--- config.mk ---
export PLATFORM = sky130hd
export DESIGN_NAME = lockstep_top
export DESIGN_NICKNAME = d
export VERILOG_FILES = /design/src/lockstep_pkg.sv /design/src/shadow_rst_seq.sv /design/src/lockstep_delay.sv /design/src/acc_core.sv /design/src/lockstep_cmp.sv /design/src/lockstep_top.sv
export SDC_FILE = /design/constraint.sdc
export NUM_CORES = 1
export LEC_CHECK = 0
export ABC_CLOCK_PERIOD_IN_PS = 1510
export BUFFER_PORTS_ARGS = -buffer_cell sky130_fd_sc_hd__buf_4
export CORE_UTILIZATION = 53
export CTS_CLUSTER_SIZE = 10
export DETAILED_ROUTE_END_ITERATION = 12
export PLACE_DENSITY = 0.77
export SLEW_MARGIN = 15
export SYNTH_ARGS = -nofsm -noshare
export SYNTH_HDL_FRONTEND = slang
export SYNTH_SLANG_ARGS = --single-unit
--- constraint.sdc ---
create_clock -name clk_i -period 1.51 [get_ports clk_i]
set_clock_uncertainty 0.15 [all_clocks]
set_input_delay 0.151 -clock clk_i [delete_from_list [all_inputs] [get_ports clk_i]]
set_output_delay 0.151 -clock clk_i [all_outputs]
set_load 0.01 [all_outputs]
--- src/lockstep_pkg.sv ---
////////////////////////////////////////////////////////////////////////////
// Payloads are packed structs, so the checker can compare them as a whole
// with a single inequality.
////////////////////////////////////////////////////////////////////////////

package lockstep_pkg;

  // Width of the operand and the accumulator
  localparam int unsigned DataW = 16;

  ////////////////////////////////////////////////////////////////////////////
  // Operation encoding
  ////////////////////////////////////////////////////////////////////////////

  typedef enum logic [1:0] {
    OpLoad = 2'b00,
    OpAdd  = 2'b01,
    OpXor  = 2'b10,
    OpClr  = 2'b11
  } acc_op_e;

  ////////////////////////////////////////////////////////////////////////////
  // Core payloads
  ////////////////////////////////////////////////////////////////////////////

  // Inputs to the core, 19 bits
  typedef struct packed {
    logic             in_valid;
    acc_op_e          op;
    logic [DataW-1:0] operand;
  } core_in_t;

  // Outputs of the core, 17 bits
  typedef struct packed {
    logic             res_valid;
    logic [DataW-1:0] acc;
  } core_out_t;

endpackage

--- src/shadow_rst_seq.sv ---
////////////////////////////////////////////////////////////////////////////
// LockstepOffset must be at least 1. The shadow reset leaves reset
// synchronously; the compare enable follows one cycle later.
////////////////////////////////////////////////////////////////////////////

`timescale 1ns/1ns

module shadow_rst_seq #(
  parameter int unsigned LockstepOffset = 2
) (
  input  logic clk_i,
  input  logic rst_ni,
  output logic rst_shadow_no,
  output logic cmp_en_o
);

  // A single bit still covers an offset of 1
  localparam int unsigned CntW = (LockstepOffset > 1) ? $clog2(LockstepOffset) : 1;

  logic [CntW-1:0] cnt_d, cnt_q;
  logic            set_d, set_q;
  logic            en_q;

  // Counter stops once the offset is reached
  assign set_d = (cnt_q == CntW'(LockstepOffset - 1));
  assign cnt_d = set_d ? cnt_q : cnt_q + 1'b1;

  always_ff @(posedge clk_i or negedge rst_ni) begin
    if (!rst_ni) begin
      cnt_q <= '0;
      set_q <= 1'b0;
      en_q  <= 1'b0;
    end else begin
      cnt_q <= cnt_d;
      set_q <= set_q | set_d;
      en_q  <= set_q;
    end
  end

  assign rst_shadow_no = set_q;
  assign cmp_en_o      = en_q;

  ////////////////////////////////////////////////////////////////////////////
  // Assertions
  ////////////////////////////////////////////////////////////////////////////

  // Comparing against a shadow core held in reset would flag false faults
  a_en_after_shadow_rst : assert property (
    @(posedge clk_i) disable iff (!rst_ni)
    cmp_en_o |-> rst_shadow_no
  ) else $error("Compare enabled while shadow core is in reset");

endmodule

--- src/lockstep_delay.sv ---
////////////////////////////////////////////////////////////////////////////
// Output is the input from Depth cycles before. All entries clear to zero
// on reset, so the output reads zero for Depth cycles afterwards.
////////////////////////////////////////////////////////////////////////////

`timescale 1ns/1ns

module lockstep_delay #(
  parameter type         T     = logic,
  parameter int unsigned Depth = 1
) (
  input  logic clk_i,
  input  logic rst_ni,
  input  T     data_i,
  output T     data_o
);

  if (Depth < 1) begin : g_depth_check
    $error("lockstep_delay needs a Depth of at least 1");
  end

  // Entry 0 is the oldest
  T stage_q [Depth];

  always_ff @(posedge clk_i or negedge rst_ni) begin
    if (!rst_ni) begin
      for (int unsigned i = 0; i < Depth; i++) begin
        stage_q[i] <= T'('0);
      end
    end else begin
      for (int unsigned i = 0; i + 1 < Depth; i++) begin
        stage_q[i] <= stage_q[i+1];
      end
      stage_q[Depth-1] <= data_i;
    end
  end

  assign data_o = stage_q[0];

endmodule

--- src/acc_core.sv ---
////////////////////////////////////////////////////////////////////////////
// Single accumulator, one operation per valid input. The result and its
// strobe appear the cycle after the input; addition wraps.
////////////////////////////////////////////////////////////////////////////

`timescale 1ns/1ns

module acc_core (
  input  logic                    clk_i,
  input  logic                    rst_ni,
  input  lockstep_pkg::core_in_t  in_i,
  output lockstep_pkg::core_out_t out_o
);

  logic [lockstep_pkg::DataW-1:0] acc_d, acc_q;
  logic                           res_valid_q;

  ////////////////////////////////////////////////////////////////////////////
  // Next accumulator value
  ////////////////////////////////////////////////////////////////////////////

  always_comb begin
    acc_d = acc_q;
    if (in_i.in_valid) begin
      case (in_i.op)
        lockstep_pkg::OpLoad: begin
          acc_d = in_i.operand;
        end
        lockstep_pkg::OpAdd: begin
          acc_d = acc_q + in_i.operand;
        end
        lockstep_pkg::OpXor: begin
          acc_d = acc_q ^ in_i.operand;
        end
        lockstep_pkg::OpClr: begin
          acc_d = '0;
        end
        default: begin
          acc_d = acc_q;
        end
      endcase
    end
  end

  ////////////////////////////////////////////////////////////////////////////
  // State
  ////////////////////////////////////////////////////////////////////////////

  always_ff @(posedge clk_i or negedge rst_ni) begin
    if (!rst_ni) begin
      acc_q       <= '0;
      res_valid_q <= 1'b0;
    end else begin
      acc_q       <= acc_d;
      // Strobe lasts exactly one cycle per valid input
      res_valid_q <= in_i.in_valid;
    end
  end

  assign out_o.res_valid = res_valid_q;
  assign out_o.acc       = acc_q;

  ////////////////////////////////////////////////////////////////////////////
  // Assertions
  ////////////////////////////////////////////////////////////////////////////

  // An unknown op would silently hold the accumulator
  a_op_known : assert property (
    @(posedge clk_i) disable iff (!rst_ni)
    in_i.in_valid |-> !$isunknown(in_i.op)
  ) else $error("Unknown op with in_valid high");

endmodule

--- src/lockstep_cmp.sv ---
////////////////////////////////////////////////////////////////////////////
// Main outputs must already be delayed by LockstepOffset+1 cycles. The
// alert is combinational and only valid while the enable is high.
////////////////////////////////////////////////////////////////////////////

`timescale 1ns/1ns

module lockstep_cmp (
  input  logic                    clk_i,
  input  logic                    rst_ni,
  input  logic                    cmp_en_i,
  input  lockstep_pkg::core_out_t shadow_out_i,
  input  lockstep_pkg::core_out_t main_out_i,
  output logic                    alert_major_o
);

  lockstep_pkg::core_out_t shadow_out_q;
  logic                    mismatch;

  // One extra stage on the shadow side lines it up with the main delay line
  always_ff @(posedge clk_i) begin
    shadow_out_q <= shadow_out_i;
  end

  // Any differing bit counts, strobe or data
  assign mismatch      = (shadow_out_q != main_out_i);
  assign alert_major_o = cmp_en_i & mismatch;

  ////////////////////////////////////////////////////////////////////////////
  // Assertions
  ////////////////////////////////////////////////////////////////////////////

  // Shadow side must be fully defined by the time compare starts
  a_alert_known : assert property (
    @(posedge clk_i) disable iff (!rst_ni)
    !$isunknown(alert_major_o)
  ) else $error("Major alert is unknown");

endmodule

--- src/lockstep_top.sv ---
////////////////////////////////////////////////////////////////////////////
// The shadow core runs LockstepOffset cycles behind the main core; legal
// offsets are 1 to 8. Only output mismatches drive the major alert.
////////////////////////////////////////////////////////////////////////////

`timescale 1ns/1ns

module lockstep_top #(
  parameter int unsigned LockstepOffset = 2
) (
  input  logic                           clk_i,
  input  logic                           rst_ni,
  input  logic                           core_in_valid_i,
  input  lockstep_pkg::acc_op_e          core_op_i,
  input  logic [lockstep_pkg::DataW-1:0] core_operand_i,
  input  logic                           core_res_valid_i,
  input  logic [lockstep_pkg::DataW-1:0] core_acc_i,
  output logic                           alert_major_o
);

  // Main outputs wait one more cycle for the shadow output register
  localparam int unsigned OutputsOffset = LockstepOffset + 1;

  lockstep_pkg::core_in_t  core_in;
  lockstep_pkg::core_in_t  shadow_in;
  lockstep_pkg::core_out_t core_out;
  lockstep_pkg::core_out_t core_out_dly;
  lockstep_pkg::core_out_t shadow_out;
  logic                    rst_shadow_n;
  logic                    cmp_en;

  ////////////////////////////////////////////////////////////////////////////
  // Reset sequencing
  ////////////////////////////////////////////////////////////////////////////

  shadow_rst_seq #(
    .LockstepOffset(LockstepOffset)
  ) u_rst_seq (
    .clk_i        (clk_i),
    .rst_ni       (rst_ni),
    .rst_shadow_no(rst_shadow_n),
    .cmp_en_o     (cmp_en)
  );

  ////////////////////////////////////////////////////////////////////////////
  // Input delay and shadow core
  ////////////////////////////////////////////////////////////////////////////

  assign core_in.in_valid = core_in_valid_i;
  assign core_in.op       = core_op_i;
  assign core_in.operand  = core_operand_i;

  lockstep_delay #(
    .T    (lockstep_pkg::core_in_t),
    .Depth(LockstepOffset)
  ) u_in_delay (
    .clk_i (clk_i),
    .rst_ni(rst_ni),
    .data_i(core_in),
    .data_o(shadow_in)
  );

  acc_core u_shadow_core (
    .clk_i (clk_i),
    .rst_ni(rst_shadow_n),
    .in_i  (shadow_in),
    .out_o (shadow_out)
  );

  ////////////////////////////////////////////////////////////////////////////
  // Output delay and compare
  ////////////////////////////////////////////////////////////////////////////

  assign core_out.res_valid = core_res_valid_i;
  assign core_out.acc       = core_acc_i;

  lockstep_delay #(
    .T    (lockstep_pkg::core_out_t),
    .Depth(OutputsOffset)
  ) u_out_delay (
    .clk_i (clk_i),
    .rst_ni(rst_ni),
    .data_i(core_out),
    .data_o(core_out_dly)
  );

  lockstep_cmp u_cmp (
    .clk_i        (clk_i),
    .rst_ni       (rst_ni),
    .cmp_en_i     (cmp_en),
    .shadow_out_i (shadow_out),
    .main_out_i   (core_out_dly),
    .alert_major_o(alert_major_o)
  );

endmodule

==> summary.txt, run 1 <==
STA
  • Setup violators final: 16
  • Final worst slack: -941 ps
  • Unrepaired setup endpoints after global routing: yes
  • Endpoints failing hold: 0
  • Period utilization: 162%
  • Fmax: 408 MHz
  • Pins Over Slew Limit: 0
  • Min Tclk post-route: 2450 ps

Synth
  • Main combinational cell family by area after synthesis: compound AO/OA/AOI/OAI gates
  • Syn nets: 406
  • XOR/XNOR share of the synthesized area: 4.23%
  • Post-Syn Area: 4560 um2
  • Flops & latches, synth: 126
  • Synth Warn #: 0
  • Register area share after synthesis: 67.3%
  • Synth top area cells: dfrtp_1, dfxtp_1, ha_1
  • Post-synthesis compound-gate area fraction: 11.8%
  • Simple-gate share of the synthesized area: 9.20%
  • Top FF cell, synth: dfrtp_1
  • Mux share of post-synthesis cell area: 1.32%
  • Synth Instances: 352
  • Post-synth ARST share: 86.5%
  • Number of synthesized flops with an enable pin: 0
  • Post-synth top area share: 59.9%
  • Yosys top cell by area: dfrtp_1
  • Fraction of the mapped netlist area in adder cells: 4.56%
  • Post-synth cell types: 50
  • Syn avg cell area: 12.9 um2

Global routing
  • Antenna violations before repair: 0
  • GRT Resource Usage Total: 28.6%
  • Largest net degree at the start of global routing: 93
  • Vias in the first global route: 3626
  • First-pass GRT wire length: 18400 um
  • Overflow after GRT: 0

Clock tree
  • TritonCTS clock tree: built
  • Worst skew pair latency: 520 ps
  • Clock buffers created by TritonCTS: 17
  • Clk slew on worst S/H paths: 60 ps
  • Worst-case clock buffer depth: 2
  • CTS root buf: clkbuf_8
  • Clock sinks: 126
  • H-tree depth: 4

Layout
  • # diodes: 0
  • Final nets: 578
  • Most common cell after layout, fill and taps aside: buf_4
  • Commonest non-fill, non-tap cells in the layout: buf_4, dfrtp_1, dlygate4sd3_1
  • Non-Filler Instances: 641
  • Layout cells sized above 1: 43.7%
  • Area grow syn2layout: 57.8%

Die
  • Initial core utilization: 55.2%
  • Die Wd: 94.7 um
  • I/O pin cnt: 39
  • Die Y: 94.7 um
  • Site row count: 33
  • DIE AREA: 8970 um2
  • Total core area: 8260 um2

Drt
  • Initial DRC Count: 271
  • DRC viols: 0
  • Via/cell ratio: 5.65
  • Final WL: 13200 um
  • First-pass iteration count of the detailed router: 7
  • Routed WL per cell: 20.7 um
  • Routed Antenna Nets: 0
  • DR vias: 3623

Placement
  • Routability cong.: 0.890
  • Buffers on Ports: 38
  • Post-Place Cells: 550
  • Dpl hpwl: 6550 um

Pwr
  • Sequential share of power: 36.7%
  • Comb power frac: 22.3%
  • Net Sw Frac: 28.1%
  • Clock power frac: 41.0%
  • PD cells: 1470 nW/um2
  • VDD IR max: 0.00152 V
  • P_int: 0.00762 W
  • Leak: 3.15 nW
  • Total Power Consumption: 0.0106 W
  • Switching power: 0.00298 W

Setup path
  • Register-to-Register Setup Slack: -680 ps
  • Cell Chain, Critical Path: xor2_1 -> nor4_1 -> buf_4 -> nand3_2 -> o41a_1 -> buf_4
  • CP max stage cell: dfrtp_1
  • R2r endpoint: u_shadow_core.acc_q[11]
  • Crit path launch type: register
  • Origin of the critical flop-to-flop path: u_shadow_core.acc_q[1]
  • Critical Path Max Stage Delay: 380 ps
  • Crit Path Class: reg2out
  • Req. time, crit path: 1210 ps
  • Crit path arrival time: 2150 ps
  • Crit path buf inv count: 2
  • Worst Setup End Kind: output pin
  • Reg2Reg Depth: 7
  • Most used cell, CP: buf_4
  • CP delay by family, top: simple AND/OR/NAND/NOR gates
  • Critical-path maximum fanout: 1

Run status
  • Status: finished with violations
  • Failing checks: negative setup slack

Run
  • Number of max-cap violations: 0

Worst hold path
  • Hold crit path type: in2async
-- logic make-up (layout without fill, tap and decap cells) --
| group | count (synthesis) | in the layout |
|---|---|---|
| and+or+nand+nor | 81 | 81 |
| AOI/OAI and AO/OA | 84 | 84 |
| DFF | 126 | 126 |
| xor gates and xnor gates | 22 | 22 |
| buffers and inverters | 16 | 200 |
| adders and majority gates | 16 | 16 |
| muxes | 6 | 6 |
| other | 1 | 1 |
-- synth_stat cells, drive strengths merged (2+ instances only) --
cell and count:
nor3b 3, o221ai 3, buf 6, ha 15, nand3b 3, o22ai 4
a31oi 2, nor3 3, o21a 2, xor2 15, nand2b 2, a21o 3
inv 5, o31ai 2, xnor2 7, a21oi 32, clkbuf 5, nand3 9
nor2b 2, nand4 5, nand2 22, nor2 20, o2bb2ai 2, nor4 2
o32a 2, a22oi 6, dfrtp 109, dfxtp 17, o211ai 3, mux2i 6
or2 4, a211oi 4, and3 5, o21ai 13
-- power by group through the flow --
| stage | Clock, W | Combinational, W | Sequential, W |
|---|---|---|---|
| 6_report | 0.00434 | 0.00236 | 0.00389 |
| 2_1_floorplan | 0 | 0.000967 | 0.00387 |
| 4_1_cts | 0.00437 | 0.00193 | 0.00387 |
| 5_1_grt | 0.00454 | 0.00250 | 0.00391 |
| 3_5_place_dp | 0 | 0.00167 | 0.00391 |
| 3_3_place_gp | 0 | 0.00162 | 0.00389 |
-- registers in the layout (all words and copies together), names as in the netlist --
register                   count
u_out_delay.stage_q           34
u_in_delay.data_o             19
u_in_delay.stage_q            19
u_cmp.shadow_out_q            17
u_out_delay.data_o            17
u_shadow_core.acc_q           16
u_rst_seq.cmp_en_o             1
u_rst_seq.cnt_q                1
u_rst_seq.rst_shadow_no        1
u_shadow_core.res_valid_q      1
-- repair_timing --
action / CTS / global route
pin swaps: 24 / 49
hold endpoints to repair: 128 / 0
hold buffers: 37 / 0
gates resized for setup: 28 / 48
setup endpoints to repair: 17 / 17
setup buffers: 6 / 19
-- cell type report --
| cell class | count | area, um2 |
|---|---|---|
| fillers | 332 | 1070 |
| flip-flops and latches | 126 | 3070 |
| inverters | 5 | 18.8 |
| multi-input cells | 210 | 1940 |
| clock inverters | 14 | 206 |
| well taps | 105 | 131 |
| clock buffers | 17 | 414 |
| repair buffers | 164 | 1400 |
-- through the flow --
step / util [%] / cell area, um2 / setup TNS (ps) / hold slack (ps) / worst slack [ps]
final: 87.0 / 7190 / -8820 / 35.5 / -941
after global routing: 87.0 / 7190 / -9850 / 112 / -1050
after CTS: 82.7 / 6830 / -7420 / 84.3 / -898
after global placement: 68.4 / 5650 / -6280 / 69.0 / -528
after floorplan: - / 4770 / -4240 / -295 / -470
after detailed placement: 68.4 / 5650 / -6840 / 77.8 / -583
-- tightest hold or removal path: stages --
cell           delay [ps]
dlygate4sd3_1         530
buf_4                 110
buf_12                340
-- worst max path at each step --
stage	from	endpoint	slack, ps	cells after the start
detailed placement	u_in_delay.data_o[5]	u_shadow_core.acc_q[11]	-580	7
CTS	u_out_delay.data_o[0]	alert_major_o	-900	6
finish	u_out_delay.data_o[6]	alert_major_o	-940	6
floorplan	u_shadow_core.acc_q[0]	u_shadow_core.acc_q[12]	-470	8
global route	u_out_delay.data_o[6]	alert_major_o	-1050	6
global placement	u_in_delay.data_o[4]	u_shadow_core.acc_q[11]	-530	7
-- per-layer routing --
metal	GRT usage (%)	part of all wire (%)	wire, um
met1	36.2	39	5160
met5	0	0	0
met2	47.5	52	6860
met3	7.17	5.8	769
met4	10.9	3.5	460
No activity file was read; power rests on OpenSTA's default activity.
==> run 2: changes to the inputs <==
--- a/config.mk
+++ b/config.mk
@@ -10,7 +10,7 @@
 export CORE_UTILIZATION = 53
 export CTS_CLUSTER_SIZE = 10
 export DETAILED_ROUTE_END_ITERATION = 12
-export PLACE_DENSITY = 0.77
+export PLACE_DENSITY = 0.75
 export SLEW_MARGIN = 15
 export SYNTH_ARGS = -nofsm -noshare
 export SYNTH_HDL_FRONTEND = slang
==> run 2 against run 1 <==
Net effect:
- the flow still finishes with violations (negative setup slack)
- sequential cell count unchanged
- final cell count is 0.78% lower
- cell area shrank 1.3%
- combinational power shrank 8%
- first-iteration DRC count rose by 37%
- die area did not move
- largest power group unchanged
- total power down 2.7%
- sequential share of layout area grew 0.55 points
- worst hold slack gained 72 ps
- critical endpoint unchanged
==> summary.txt, run 2 (synthesized netlist as in run 1, its figures left out) <==
Run
  • Number of max-cap violations: 0

Setup path
  • Crit path launch type: register
  • Cell Chain, Critical Path: xor2_1 -> nor4_1 -> buf_4 -> nand3_1 -> o41a_1 -> buf_6
  • Crit Path Class: reg2out
  • Crit path launch: u_out_delay.data_o[0]
  • Req. time, crit path: 1210 ps
  • Reg2Reg Depth: 8
  • Crit path arrival time: 2100 ps
  • Worst Setup End Kind: output pin
  • CP max stage cell: dfrtp_1
  • Critical-path maximum fanout: 1
  • Critical Path Max Stage Delay: 370 ps
  • Origin of the critical flop-to-flop path: u_in_delay.data_o[0]

Layout
  • Biggest register: u_out_delay.stage_q
  • # diodes: 0
  • Layout cells sized above 1: 41.8%
  • Non-Filler Instances: 636
  • Max reg flops: 34
  • Footprint of the multi-input gates: 1880 um2
  • Filler Cell Count: 385
  • Area grow syn2layout: 55.8%
  • Commonest non-fill, non-tap cells in the layout: dfrtp_1, buf_4, dlygate4sd3_1
  • Post-Layout Inst Area: 7100 um2
  • Storage cell area: 3070 um2
  • Most common cell after layout, fill and taps aside: dfrtp_1
  • Final nets: 572

Drt
  • Final WL: 11500 um
  • Routed Antenna Nets: 0
  • DR vias: 3512
  • First-pass iteration count of the detailed router: 5
  • Routed WL per cell: 18.0 um
  • DRC viols: 0
  • Initial DRC Count: 371
  • Via/cell ratio: 5.52

Pwr
  • Leak: 3.13 nW
  • Switching power: 0.00276 W
  • Sequential share of power: 37.5%
  • Clock power frac: 41.4%
  • P_int: 0.00754 W
  • PD cells: 1450 nW/um2
  • Net Sw Frac: 26.8%
  • VDD IR max: 0.00138 V
  • Comb power frac: 21.0%
  • Total Power Consumption: 0.0103 W

Global routing
  • Largest net degree at the start of global routing: 40
  • Vias in the first global route: 3483
  • GRT Resource Usage Total: 26.9%
  • Overflow after GRT: 0
  • Antenna violations before repair: 1
  • First-pass GRT wire length: 17300 um

Placement
  • DP Area: 5590 um2
  • Post-Place Cells: 541
  • Dpl hpwl: 6590 um
  • Buffers on Ports: 38
  • Pre-CTS WS: -616 ps
  • Routability cong.: 0.851

Clock tree
  • H-tree depth: 4
  • CTS root buf: clkbuf_8
  • Clock buffers created by TritonCTS: 17
  • Clock sinks: 126
  • Clk slew on worst S/H paths: 60 ps
  • Worst skew pair latency: 520 ps
  • TritonCTS clock tree: built
  • Worst-case clock buffer depth: 2

Worst hold path
  • Hold crit path type: reg2async

STA
  • Final worst slack: -891 ps
  • Pins Over Slew Limit: 0
  • Min Tclk post-route: 2400 ps
  • Setup violators final: 16
  • Fmax: 416 MHz
  • Period utilization: 159%
  • Unrepaired setup endpoints after global routing: yes
  • Endpoints failing hold: 0

Die
  • Site row count: 33
  • Die Wd: 94.7 um
  • I/O pin cnt: 39
  • Initial core utilization: 55.2%
  • Die Y: 94.7 um
  • DIE AREA: 8970 um2
  • Total core area: 8260 um2

Run status
  • Failing checks: negative setup slack
  • Status: finished with violations
[run 2: cell types whose count changed in the layout (fill, tap and decap cells not counted), sizes merged]
cell         delta
dlygate4sd3     +1
clkinv          +1
inv             -1
buf             -7
clkbuf          +1
[run 2: final timing paths]
kind	endpoint	slack [ps]
max in group asynchronous	u_in_delay.data_o[16]	250
max reg2reg	u_shadow_core.acc_q[13]	-660
min in group clk_i	u_in_delay.stage_q[2]	130
min reg2reg	u_shadow_core.acc_q[10]	110
min	u_shadow_core.acc_q[10]	110
max	alert_major_o	-890
[run 2: per-stage QoR]
| step | hold slack, ps | util, % | TNS (ps) |
|---|---|---|---|
| 2_1_floorplan | -295 | - | -4240 |
| 3_3_place_gp | -94.9 | 67.7 | -6920 |
| 3_5_place_dp | -82.5 | 67.7 | -7310 |
| 4_1_cts | 28.9 | 83.6 | -10680 |
| 5_1_grt | 118 | 85.9 | -9480 |
| 6_report | 108 | 85.9 | -8540 |
[run 2: critical path, delay by kind of cell (launching register included)]
family                    cells  cell delay (ps)
buffers and inverters         2              310
and+or+nand+nor               2              400
DFF                           1              370
AOI/OAI and AO/OA             1              330
xor gates and xnor gates      1              160
[run 2: layer usage]
layer  GRT usage (%)  vias to the layer above  routed length [um]
li1                -                     1580                   -
met1            33.9                     1736                4740
met2            44.2                      154                5790
met3            7.17                       40                 645
met4            11.0                        2                 287
met5               0                        -                  13
[run 2: area by class of cell]
| class | instances | area share [%] |
|---|---|---|
| tap | 105 | 1.85 |
| sequential | 126 | 43.3 |
| timing repair buffer | 158 | 19.3 |
| clock inverter | 14 | 2.91 |
| inverter | 5 | 0.300 |
| multi-input combinational | 210 | 26.5 |
| clock buffer | 18 | 5.89 |
[run 2: power by group through the flow]
stage / combinational, W / clock [W] / sequential [W]
global placement: 0.00159 / 0 / 0.00389
CTS: 0.00193 / 0.00434 / 0.00386
detailed placement: 0.00161 / 0 / 0.00391
floorplan: 0.000967 / 0 / 0.00387
finish: 0.00217 / 0.00427 / 0.00387
global route: 0.00232 / 0.00449 / 0.00389
[run 2: repair_timing]
item                       in CTS  in global routing
setup endpoints to repair      17                 36
hold endpoints to repair      128                 19
gates resized for setup        45                 26
buffers inserted               14                 17
hold buffers                   38                  1
pin swaps                      29                 31
